--- src/source/mc_pkg.sv ---
package mc_pkg;

	// ********************
	// Datapath geometry
	// ********************

	// Width of one state or key word
	localparam int WORD_W = 32;

	// Words held in each store
	localparam int NWORDS = 16;
	localparam int WADDR_W = $clog2(NWORDS);

	// Iteration counter, low bits of the first packet word
	localparam int ITER_W = 4;

	// ********************
	// Microcode geometry
	// ********************

	localparam int MC_DEPTH = 32;
	localparam int MC_ADDR_W = $clog2(MC_DEPTH);

	// Entry points of the microprogram
	localparam logic [MC_ADDR_W-1:0] MC_CLEAR      = MC_ADDR_W'(0);
	localparam logic [MC_ADDR_W-1:0] MC_LOAD_ITER  = MC_ADDR_W'(1);
	localparam logic [MC_ADDR_W-1:0] MC_LOAD_KEY   = MC_ADDR_W'(2);
	localparam logic [MC_ADDR_W-1:0] MC_LOAD_STATE = MC_ADDR_W'(3);
	localparam logic [MC_ADDR_W-1:0] MC_CALL_MIX   = MC_ADDR_W'(4);
	localparam logic [MC_ADDR_W-1:0] MC_ITER_DECR  = MC_ADDR_W'(5);
	localparam logic [MC_ADDR_W-1:0] MC_OUTPUT     = MC_ADDR_W'(6);
	localparam logic [MC_ADDR_W-1:0] MC_RESTART    = MC_ADDR_W'(7);

	// Mix subroutine, reached only by CALL
	localparam logic [MC_ADDR_W-1:0] MC_MIX_SUB    = MC_ADDR_W'(20);
	localparam logic [MC_ADDR_W-1:0] MC_MIX_RET    = MC_ADDR_W'(21);

	// ********************
	// Microcode fields
	// ********************

	// Flow control, CALL has the highest priority
	typedef enum logic [1:0] {
		FLOW_HOLD,
		FLOW_NEXT,
		FLOW_CALL,
		FLOW_RETURN
	} flow_e;

	// Condition select, also the index into the flag vector
	typedef enum logic [2:0] {
		COND_NONE,
		COND_ALWAYS,
		COND_IN_LAST,
		COND_IN_FIRE,
		COND_ADDR_LAST,
		COND_ITER_MORE,
		COND_OUT_LAST
	} cond_e;

	// One flag per cond_e entry
	localparam int NCOND = 7;

	// Word address update
	typedef enum logic [1:0] {
		ADDR_KEEP,
		ADDR_ZERO,
		ADDR_INC,
		ADDR_INC_ON_FIRE
	} addr_op_e;

	// Where an accepted input word goes
	typedef enum logic [1:0] {
		IN_NONE,
		IN_ITER,
		IN_KEY,
		IN_STATE
	} in_dest_e;

	// Datapath operation
	typedef enum logic [1:0] {
		DP_NONE,
		DP_MIX,
		DP_DECR,
		DP_OUTPUT
	} dp_op_e;

	// One microinstruction
	typedef struct packed {
		in_dest_e               in_dest;
		dp_op_e                 dp_op;
		addr_op_e               addr_op;
		logic [MC_ADDR_W-1:0]   jump;
		cond_e                  cond;
		flow_e                  flow;
	} mc_word_t;

	// Reset word, does nothing and stays put
	localparam mc_word_t MC_IDLE_WORD = '{
		in_dest: IN_NONE,
		dp_op:   DP_NONE,
		addr_op: ADDR_KEEP,
		jump:    MC_CLEAR,
		cond:    COND_NONE,
		flow:    FLOW_HOLD
	};

endpackage
--- src/source/mix_engine.sv ---
module mix_engine (
	input  logic                      CLK,
	input  logic                      arst_n,

	// Packet input
	input  logic                      in_valid,
	input  logic [mc_pkg::WORD_W-1:0] in_data,
	output logic                      in_ready,

	// Result output
	output logic                      out_valid,
	input  logic                      out_ready,
	output logic [mc_pkg::WORD_W-1:0] out_data
);

	import mc_pkg::*;

	logic [MC_ADDR_W-1:0] next_addr;
	mc_word_t             mc_word;
	logic [NCOND-1:0]     cond_flags;

	// ********************
	// Control path
	// ********************

	mc_sequencer i_mc_sequencer (
		.CLK        (CLK),
		.arst_n     (arst_n),
		.mc_jump    (mc_word.jump),
		.mc_cond    (mc_word.cond),
		.mc_flow    (mc_word.flow),
		.cond_flags (cond_flags),
		.next_addr  (next_addr)
	);

	mc_rom i_mc_rom (
		.CLK     (CLK),
		.arst_n  (arst_n),
		.addr    (next_addr),
		.mc_word (mc_word)
	);

	// ********************
	// Data path
	// ********************

	mix_datapath i_mix_datapath (
		.CLK        (CLK),
		.arst_n     (arst_n),
		.in_dest    (mc_word.in_dest),
		.dp_op      (mc_word.dp_op),
		.addr_op    (mc_word.addr_op),
		.in_valid   (in_valid),
		.in_data    (in_data),
		.in_ready   (in_ready),
		.out_valid  (out_valid),
		.out_ready  (out_ready),
		.out_data   (out_data),
		.cond_flags (cond_flags)
	);

endmodule

--- src/source/mix_datapath.sv ---
module mix_datapath (
	input  logic                      CLK,
	input  logic                      arst_n,

	// Microcode fields
	input  mc_pkg::in_dest_e          in_dest,
	input  mc_pkg::dp_op_e            dp_op,
	input  mc_pkg::addr_op_e          addr_op,

	// Input stream
	input  logic                      in_valid,
	input  logic [mc_pkg::WORD_W-1:0] in_data,
	output logic                      in_ready,

	// Output stream
	output logic                      out_valid,
	input  logic                      out_ready,
	output logic [mc_pkg::WORD_W-1:0] out_data,

	// Flags back to the sequencer
	output logic [mc_pkg::NCOND-1:0]  cond_flags
);

	import mc_pkg::*;

	// ********************
	// Storage
	// ********************

	logic [WORD_W-1:0] key_mem   [NWORDS];
	logic [WORD_W-1:0] state_mem [NWORDS];

	// Shared word address for both stores
	logic [WADDR_W-1:0] waddr;

	// Remaining passes
	logic [ITER_W-1:0] iter;

	// Handshake terms
	logic in_fire;
	logic out_fire;
	logic addr_last;

	// Mix step result at waddr
	logic [WORD_W-1:0] mix_xor;
	logic [WORD_W-1:0] mix_word;

	// Write enables
	logic key_we;
	logic state_we;
	logic iter_we;

	// ********************
	// Handshakes
	// ********************

	// Straight from the current microinstruction
	assign in_ready  = (in_dest != IN_NONE);
	assign out_valid = (dp_op == DP_OUTPUT);

	assign in_fire  = in_valid & in_ready;
	assign out_fire = out_valid & out_ready;

	assign addr_last = (waddr == WADDR_W'(NWORDS - 1));

	assign key_we   = in_fire & (in_dest == IN_KEY);
	assign state_we = in_fire & (in_dest == IN_STATE);
	assign iter_we  = in_fire & (in_dest == IN_ITER);

	// Word under the address, held while out_ready is low
	assign out_data = state_mem[waddr];

	// ********************
	// Mix step
	// ********************

	// XOR with key, then rotate left by one
	assign mix_xor  = state_mem[waddr] ^ key_mem[waddr];
	assign mix_word = {mix_xor[WORD_W-2:0], mix_xor[WORD_W-1]};

	// Key store, written only while loading
	always_ff @(posedge CLK) begin
		if (key_we) begin
			key_mem[waddr] <= in_data;
		end
	end

	// State store, loaded from input or updated by the mix
	always_ff @(posedge CLK) begin
		if (state_we) begin
			state_mem[waddr] <= in_data;
		end else if (dp_op == DP_MIX) begin
			state_mem[waddr] <= mix_word;
		end
	end

	// ********************
	// Address and counter
	// ********************

	// Wraps from 15 to 0 on increment
	always_ff @(posedge CLK or negedge arst_n) begin
		if (!arst_n) begin
			waddr <= '0;
		end else begin
			case (addr_op)
				ADDR_ZERO: waddr <= '0;
				ADDR_INC:  waddr <= waddr + WADDR_W'(1);
				ADDR_INC_ON_FIRE: begin
					if (in_fire || out_fire) begin
						waddr <= waddr + WADDR_W'(1);
					end
				end
				default: ;
			endcase
		end
	end

	// Count of 0 wraps to 15 on the first decrement
	always_ff @(posedge CLK or negedge arst_n) begin
		if (!arst_n) begin
			iter <= '0;
		end else if (iter_we) begin
			iter <= in_data[ITER_W-1:0];
		end else if (dp_op == DP_DECR) begin
			iter <= iter - ITER_W'(1);
		end
	end

	// ********************
	// Condition flags
	// ********************
	always_comb begin
		cond_flags                 = '0;
		cond_flags[COND_ALWAYS]    = 1'b1;
		cond_flags[COND_IN_LAST]   = in_fire & addr_last;
		cond_flags[COND_IN_FIRE]   = in_fire;
		cond_flags[COND_ADDR_LAST] = addr_last;
		// Value before this decrement, 1 means last pass done
		cond_flags[COND_ITER_MORE] = (iter != ITER_W'(1));
		cond_flags[COND_OUT_LAST]  = out_fire & addr_last;
	end

endmodule

--- src/source/mc_sequencer.sv ---
module mc_sequencer (
	input  logic                         CLK,
	input  logic                         arst_n,

	// Control fields of the current microinstruction
	input  logic [mc_pkg::MC_ADDR_W-1:0] mc_jump,
	input  mc_pkg::cond_e                mc_cond,
	input  mc_pkg::flow_e                mc_flow,

	// Flags from the datapath, indexed by cond_e
	input  logic [mc_pkg::NCOND-1:0]     cond_flags,

	// Address of the next microinstruction, goes to the ROM
	output logic [mc_pkg::MC_ADDR_W-1:0] next_addr
);

	import mc_pkg::*;

	// ********************
	// Instruction pointer
	// ********************

	// Address of the word now at the ROM output
	logic [MC_ADDR_W-1:0] ip;

	// One-deep call stack
	logic [MC_ADDR_W-1:0] ret_addr;

	// Selected condition
	logic cond_true;

	assign cond_true = cond_flags[mc_cond];

	// ********************
	// Next address
	// ********************
	always_comb begin
		// CALL wins over everything
		if (mc_flow == FLOW_CALL) begin
			next_addr = mc_jump;
		end else if (mc_flow == FLOW_RETURN) begin
			// Resume after the calling word
			next_addr = ret_addr + MC_ADDR_W'(1);
		end else if (cond_true) begin
			next_addr = mc_jump;
		end else if (mc_flow == FLOW_NEXT) begin
			next_addr = ip + MC_ADDR_W'(1);
		end else begin
			// HOLD, repeat the current word
			next_addr = ip;
		end
	end

	// Pointer follows the address sent to the ROM
	always_ff @(posedge CLK or negedge arst_n) begin
		if (!arst_n) begin
			ip <= MC_CLEAR;
		end else begin
			ip <= next_addr;
		end
	end

	// Save caller address on CALL
	always_ff @(posedge CLK or negedge arst_n) begin
		if (!arst_n) begin
			ret_addr <= MC_CLEAR;
		end else if (mc_flow == FLOW_CALL) begin
			ret_addr <= ip;
		end
	end

endmodule

--- src/source/mc_rom.sv ---
module mc_rom (
	input  logic                         CLK,
	input  logic                         arst_n,
	input  logic [mc_pkg::MC_ADDR_W-1:0] addr,
	output mc_pkg::mc_word_t             mc_word
);

	import mc_pkg::*;

	mc_word_t rom_word;

	// ********************
	// Microprogram table
	// ********************
	always_comb begin
		// Unused slots do nothing and fall back to the caller
		rom_word = '{in_dest: IN_NONE, dp_op: DP_NONE, addr_op: ADDR_KEEP,
			jump: MC_CLEAR, cond: COND_NONE, flow: FLOW_RETURN};

		case (addr)
			// Start of packet, word address back to 0
			MC_CLEAR:
				rom_word = '{in_dest: IN_NONE, dp_op: DP_NONE, addr_op: ADDR_ZERO,
					jump: MC_CLEAR, cond: COND_NONE, flow: FLOW_NEXT};

			// Wait for the iteration count
			MC_LOAD_ITER:
				rom_word = '{in_dest: IN_ITER, dp_op: DP_NONE, addr_op: ADDR_KEEP,
					jump: MC_LOAD_KEY, cond: COND_IN_FIRE, flow: FLOW_HOLD};

			// 16 key words, address wraps to 0 on the last one
			MC_LOAD_KEY:
				rom_word = '{in_dest: IN_KEY, dp_op: DP_NONE, addr_op: ADDR_INC_ON_FIRE,
					jump: MC_LOAD_STATE, cond: COND_IN_LAST, flow: FLOW_HOLD};

			// 16 state words
			MC_LOAD_STATE:
				rom_word = '{in_dest: IN_STATE, dp_op: DP_NONE, addr_op: ADDR_INC_ON_FIRE,
					jump: MC_CALL_MIX, cond: COND_IN_LAST, flow: FLOW_HOLD};

			// One pass of the mix
			MC_CALL_MIX:
				rom_word = '{in_dest: IN_NONE, dp_op: DP_NONE, addr_op: ADDR_ZERO,
					jump: MC_MIX_SUB, cond: COND_NONE, flow: FLOW_CALL};

			// Loop back while passes remain
			MC_ITER_DECR:
				rom_word = '{in_dest: IN_NONE, dp_op: DP_DECR, addr_op: ADDR_KEEP,
					jump: MC_CALL_MIX, cond: COND_ITER_MORE, flow: FLOW_NEXT};

			// Send the state, address moves only on fire
			MC_OUTPUT:
				rom_word = '{in_dest: IN_NONE, dp_op: DP_OUTPUT, addr_op: ADDR_INC_ON_FIRE,
					jump: MC_RESTART, cond: COND_OUT_LAST, flow: FLOW_HOLD};

			// Back to loading
			MC_RESTART:
				rom_word = '{in_dest: IN_NONE, dp_op: DP_NONE, addr_op: ADDR_KEEP,
					jump: MC_CLEAR, cond: COND_ALWAYS, flow: FLOW_HOLD};

			// ********************
			// Subroutine MIX
			// ********************

			// One word per cycle until address 15
			MC_MIX_SUB:
				rom_word = '{in_dest: IN_NONE, dp_op: DP_MIX, addr_op: ADDR_INC,
					jump: MC_MIX_RET, cond: COND_ADDR_LAST, flow: FLOW_HOLD};

			// Leave address at 0 for the caller
			MC_MIX_RET:
				rom_word = '{in_dest: IN_NONE, dp_op: DP_NONE, addr_op: ADDR_ZERO,
					jump: MC_CLEAR, cond: COND_NONE, flow: FLOW_RETURN};

			default: ;
		endcase
	end

	// Registered read, one cycle of latency
	always_ff @(posedge CLK or negedge arst_n) begin
		if (!arst_n) begin
			mc_word <= MC_IDLE_WORD;
		end else begin
			mc_word <= rom_word;
		end
	end

endmodule

--- config.mk ---
export PLATFORM = sky130hd
export DESIGN_NAME = mix_engine
export DESIGN_NICKNAME = d
export VERILOG_FILES = /design/src/source/mc_pkg.sv /design/src/source/mix_engine.sv /design/src/source/mix_datapath.sv /design/src/source/mc_sequencer.sv /design/src/source/mc_rom.sv
export SDC_FILE = /design/constraint.sdc
export NUM_CORES = 1
export LEC_CHECK = 0
export BUFFER_PORTS_ARGS = -buffer_cell sky130_fd_sc_hd__clkbuf_2
export CORE_MARGIN = 2
export CORE_UTILIZATION = 35
export CTS_BUF_LIST = sky130_fd_sc_hd__clkbuf_8
export DETAILED_ROUTE_END_ITERATION = 10
export PLACE_DENSITY_LB_ADDON = 0.15
export SLEW_MARGIN = 20
export SYNTH_ARGS = -nofsm -noshare
export SYNTH_HDL_FRONTEND = slang
export SYNTH_SLANG_ARGS = --single-unit
--- constraint.sdc ---
create_clock -name CLK -period 4.75 [get_ports CLK]
set_input_delay 0.2375 -clock CLK [delete_from_list [all_inputs] [get_ports CLK]]
set_output_delay 0.2375 -clock CLK [all_outputs]
set_load 0.02 [all_outputs]
==> flow_summary.ini <==
[outcome]
status = finished, final reports clean

[floorplanning]
die_area_mm2 = 0.120
die_y_um = 346
die_x_um = 346
coreArea_mm2 = 0.116
std_cell_rows = 125
ios = 70
start_util_pct = 35.2

[critical_path]
cp.required_ps = 4510
slowest_delay_ps = 850
path_delay_family = buffers and inverters
r2r-end = i_mix_datapath.state_mem[7][3]$_DFFE_PP_
critical_path.cell_chain = buf_12 -> buf_4 -> mux4_2 -> mux4_2 -> clkbuf_2
crit_path_max_fanout = 47
worstReg2RegStart = i_mix_datapath.waddr[1]$_DFFE_PN0P_
r2r_cells = 6
cp_slowest_cell = dfrtp_4
start_kind = flip-flop
crit_cells = 5
worstSetupEndpointType = output port
cp_common_cell = mux4_2
crit_buf_inv = 3
crit_arrival_ps = 3860
path_class = flip-flop to output port
r2r_slack_ps = 1050

[sta]
period_share_pct = 86.2
setup_tns_ps = 0
maxSlewViolCount = 0
hold_viol = 0
fin_skew_ps = 37.3
maxClockFrequency_mhz = 244
rsz0062_at_grt = no
max_slew_margin_pct = 32.2
period_minus_slack_ps = 4090
setup_viol = 0
tightest_slew_ps = 1010

[yosys]
ys_warn_count = 0
ys_ff_latch = 1057
synth_cell_types = 47
synth_nets = 1796
syn_area_per_cell_um2 = 23.4
netlist_instances = 1750
synth-edff-count = 1024
async_reset_ff_share_pct = 3.12
syn_area_mm2 = 0.0409
synth_flop_cell = edfxtp_1
yosysSeqAreaShare_pct = 77.2

[clocking]
cts_buffer_depth = 3
clkLatencyLatePin_ps = 850
numCtsBuffers = 172
cts_root_buf = clkbuf_8
ctsResizeCount = 0
htreeDepth = 4
clkTransAtPathRegs_ps = 60
clock-sinks = 1057
cts_tree = done

[global_routing]
grt_overflow_total = 0
grtUsageTotal_pct = 17.6
grt_pass1_vias = 20654
grt_pass1_wl_um = 149000
antenna_found_initial = 6
grt_max_degree = 65

[power]
switching_share_pct = 28.4
powerDensity_mw_per_mm2 = 494
internal_power_w = 0.0168
power_switching_w = 0.00666
clockPowerShare_pct = 31.4
power_frac_seq_pct = 46.5
p_leak_nw = 14.7
combPwrFrac_pct = 22.1
peakVddDrop_v = 0.000316

[drt]
routedWlPerCell_um = 28.2
vias_per_cell = 5.23
drt_iter0_drc = 1632
drc = 0
first_pass_iters = 5
vias = 19293
drt_wl_total_um = 104000
ant_nets = 0

[min_path]
hp-class = input port to asynchronous set/reset pin

[placed_design]
port_buffers = 69
post-dp-hpwl_um = 57700
place_area_mm2 = 0.0439
gp_congestion = 0.738

[job]
max-cap-violations = 0

[cells_and_area]
final_cell_mix = edfxtp_1, mux4_2, clkbuf_8
final_util_pct = 40.9
final_area_mm2 = 0.0474
nNetsFinal = 2077
final_common_cell = edfxtp_1
fillers = 10210
drive_gt1_share_pct = 34.4
syn2layout_area_growth_pct = 15.9
stage by stage:
step,std cells,hold slack [ps],power (W),setup slack [ps]
floorplan,1750,-58.1,0.0146,1410
CTS,3691,53.4,0.0238,447
finish,3692,111,0.0234,656
global route,3692,150,0.0245,458
global placement,3344,405,0.0162,684
detailed placement,3345,421,0.0163,1040
power by group through the flow:
| stage | logic (W) | registers [W] | clock network (W) |
|---|---|---|---|
| CTS | 0.00528 | 0.0109 | 0.00761 |
| global route | 0.00560 | 0.0109 | 0.00798 |
| finish | 0.00518 | 0.0109 | 0.00736 |
| floorplan | 0.00365 | 0.0109 | 0 |
| global placement | 0.00517 | 0.0111 | 0 |
| detailed placement | 0.00523 | 0.0111 | 0 |
how the worst max path moves through the flow:
| stage | slack, ps | start | to |
|---|---|---|---|
| floorplan | 1410 | i_mix_datapath.waddr[0]$_DFFE_PN0P_ | i_mix_datapath.state_mem[0][31]$_DFFE_PP_ |
| global placement | 680 | i_mix_datapath.waddr[1]$_DFFE_PN0P_ | i_mix_datapath.state_mem[4][16]$_DFFE_PP_ |
| detailed placement | 1040 | i_mix_datapath.waddr[1]$_DFFE_PN0P_ | i_mix_datapath.state_mem[3][28]$_DFFE_PP_ |
| CTS | 450 | i_mix_datapath.waddr[1]$_DFFE_PN0P_ | out_data[25] |
| global route | 460 | i_mix_datapath.waddr[1]$_DFFE_PN0P_ | out_data[25] |
| finish | 660 | i_mix_datapath.waddr[1]$_DFFE_PN0P_ | out_data[25] |
sequential cells by signal, summed over array words and instances (netlist names):
| name | count |
|---|---|
| i_mc_rom.mc_word | 15 |
| i_mix_datapath.state_mem | 512 |
| i_mix_datapath.key_mem | 512 |
| i_mc_sequencer.ret_addr | 5 |
| i_mix_datapath.waddr | 4 |
| i_mix_datapath.iter | 4 |
| i_mc_sequencer.ip | 5 |
logic make-up after synthesis:
| family | count (synthesis) | share of synthesized area [%] |
|---|---|---|
| DFF | 1057 | 77.2 |
| muxes | 327 | 17.8 |
| and+or+nand+nor | 140 | 1.54 |
| buffers and inverters | 98 | 1.03 |
| AOI/OAI and AO/OA | 71 | 1.10 |
| xor gates and xnor gates | 46 | 0.985 |
| adders and majority gates | 11 | 0.330 |
cell usage after synthesis (3+ instances only):
cell type  count  area (µm²)
nand2_1       53         199
mux2_2         5        56.3
o311ai_4       3        78.8
nand4_1        3        18.8
nor2_1        49         184
buf_1          3        11.3
a21oi_1       11        55.1
o21ai_1        3        15.0
nor2b_1        4        25.0
nor3_1         4        20.0
dfrtp_1       33         826
nand3_1        9        45.0
inv_1          7        26.3
buf_2         28         140
o21ai_0       40         200
xor2_1         6        52.6
edfxtp_1    1024       30700
a211oi_1       3        22.5
xnor2_1       40         350
a31oi_1        3        18.8
clkbuf_1      54         203
ha_1          10         125
mux4_2       320        7210
nand2b_1       4        25.0
cell type report:
class	count	area (µm²)	share of cell area (%)
clock buffer	180	2480	5.22
multi-input combinational	595	9140	19.3
inverter	10	42.5	0.0897
antenna	1	2.50	0.00528
sequential	1057	31600	66.6
timing repair buffer	195	1540	3.26
tap	1524	1910	4.02
clock inverter	130	709	1.50
routing by layer:
metal | vias to the layer above | GRT usage, % | routed length (µm)
met1 | 10573 | 24.2 | 45900
met3 | 160 | 3.65 | 5500
li1 | 8015 | - | -
met4 | 8 | 5.30 | 2250
met5 | - | 0 | 54
met2 | 537 | 28.2 | 50500
repair_timing:
| item | CTS | global route |
|---|---|---|
| hold buffers | 36 | 0 |
| buffers inserted | 0 | 0 |
| hold endpoints to repair | 542 | 0 |
No activity file was read; power rests on OpenSTA's default activity.
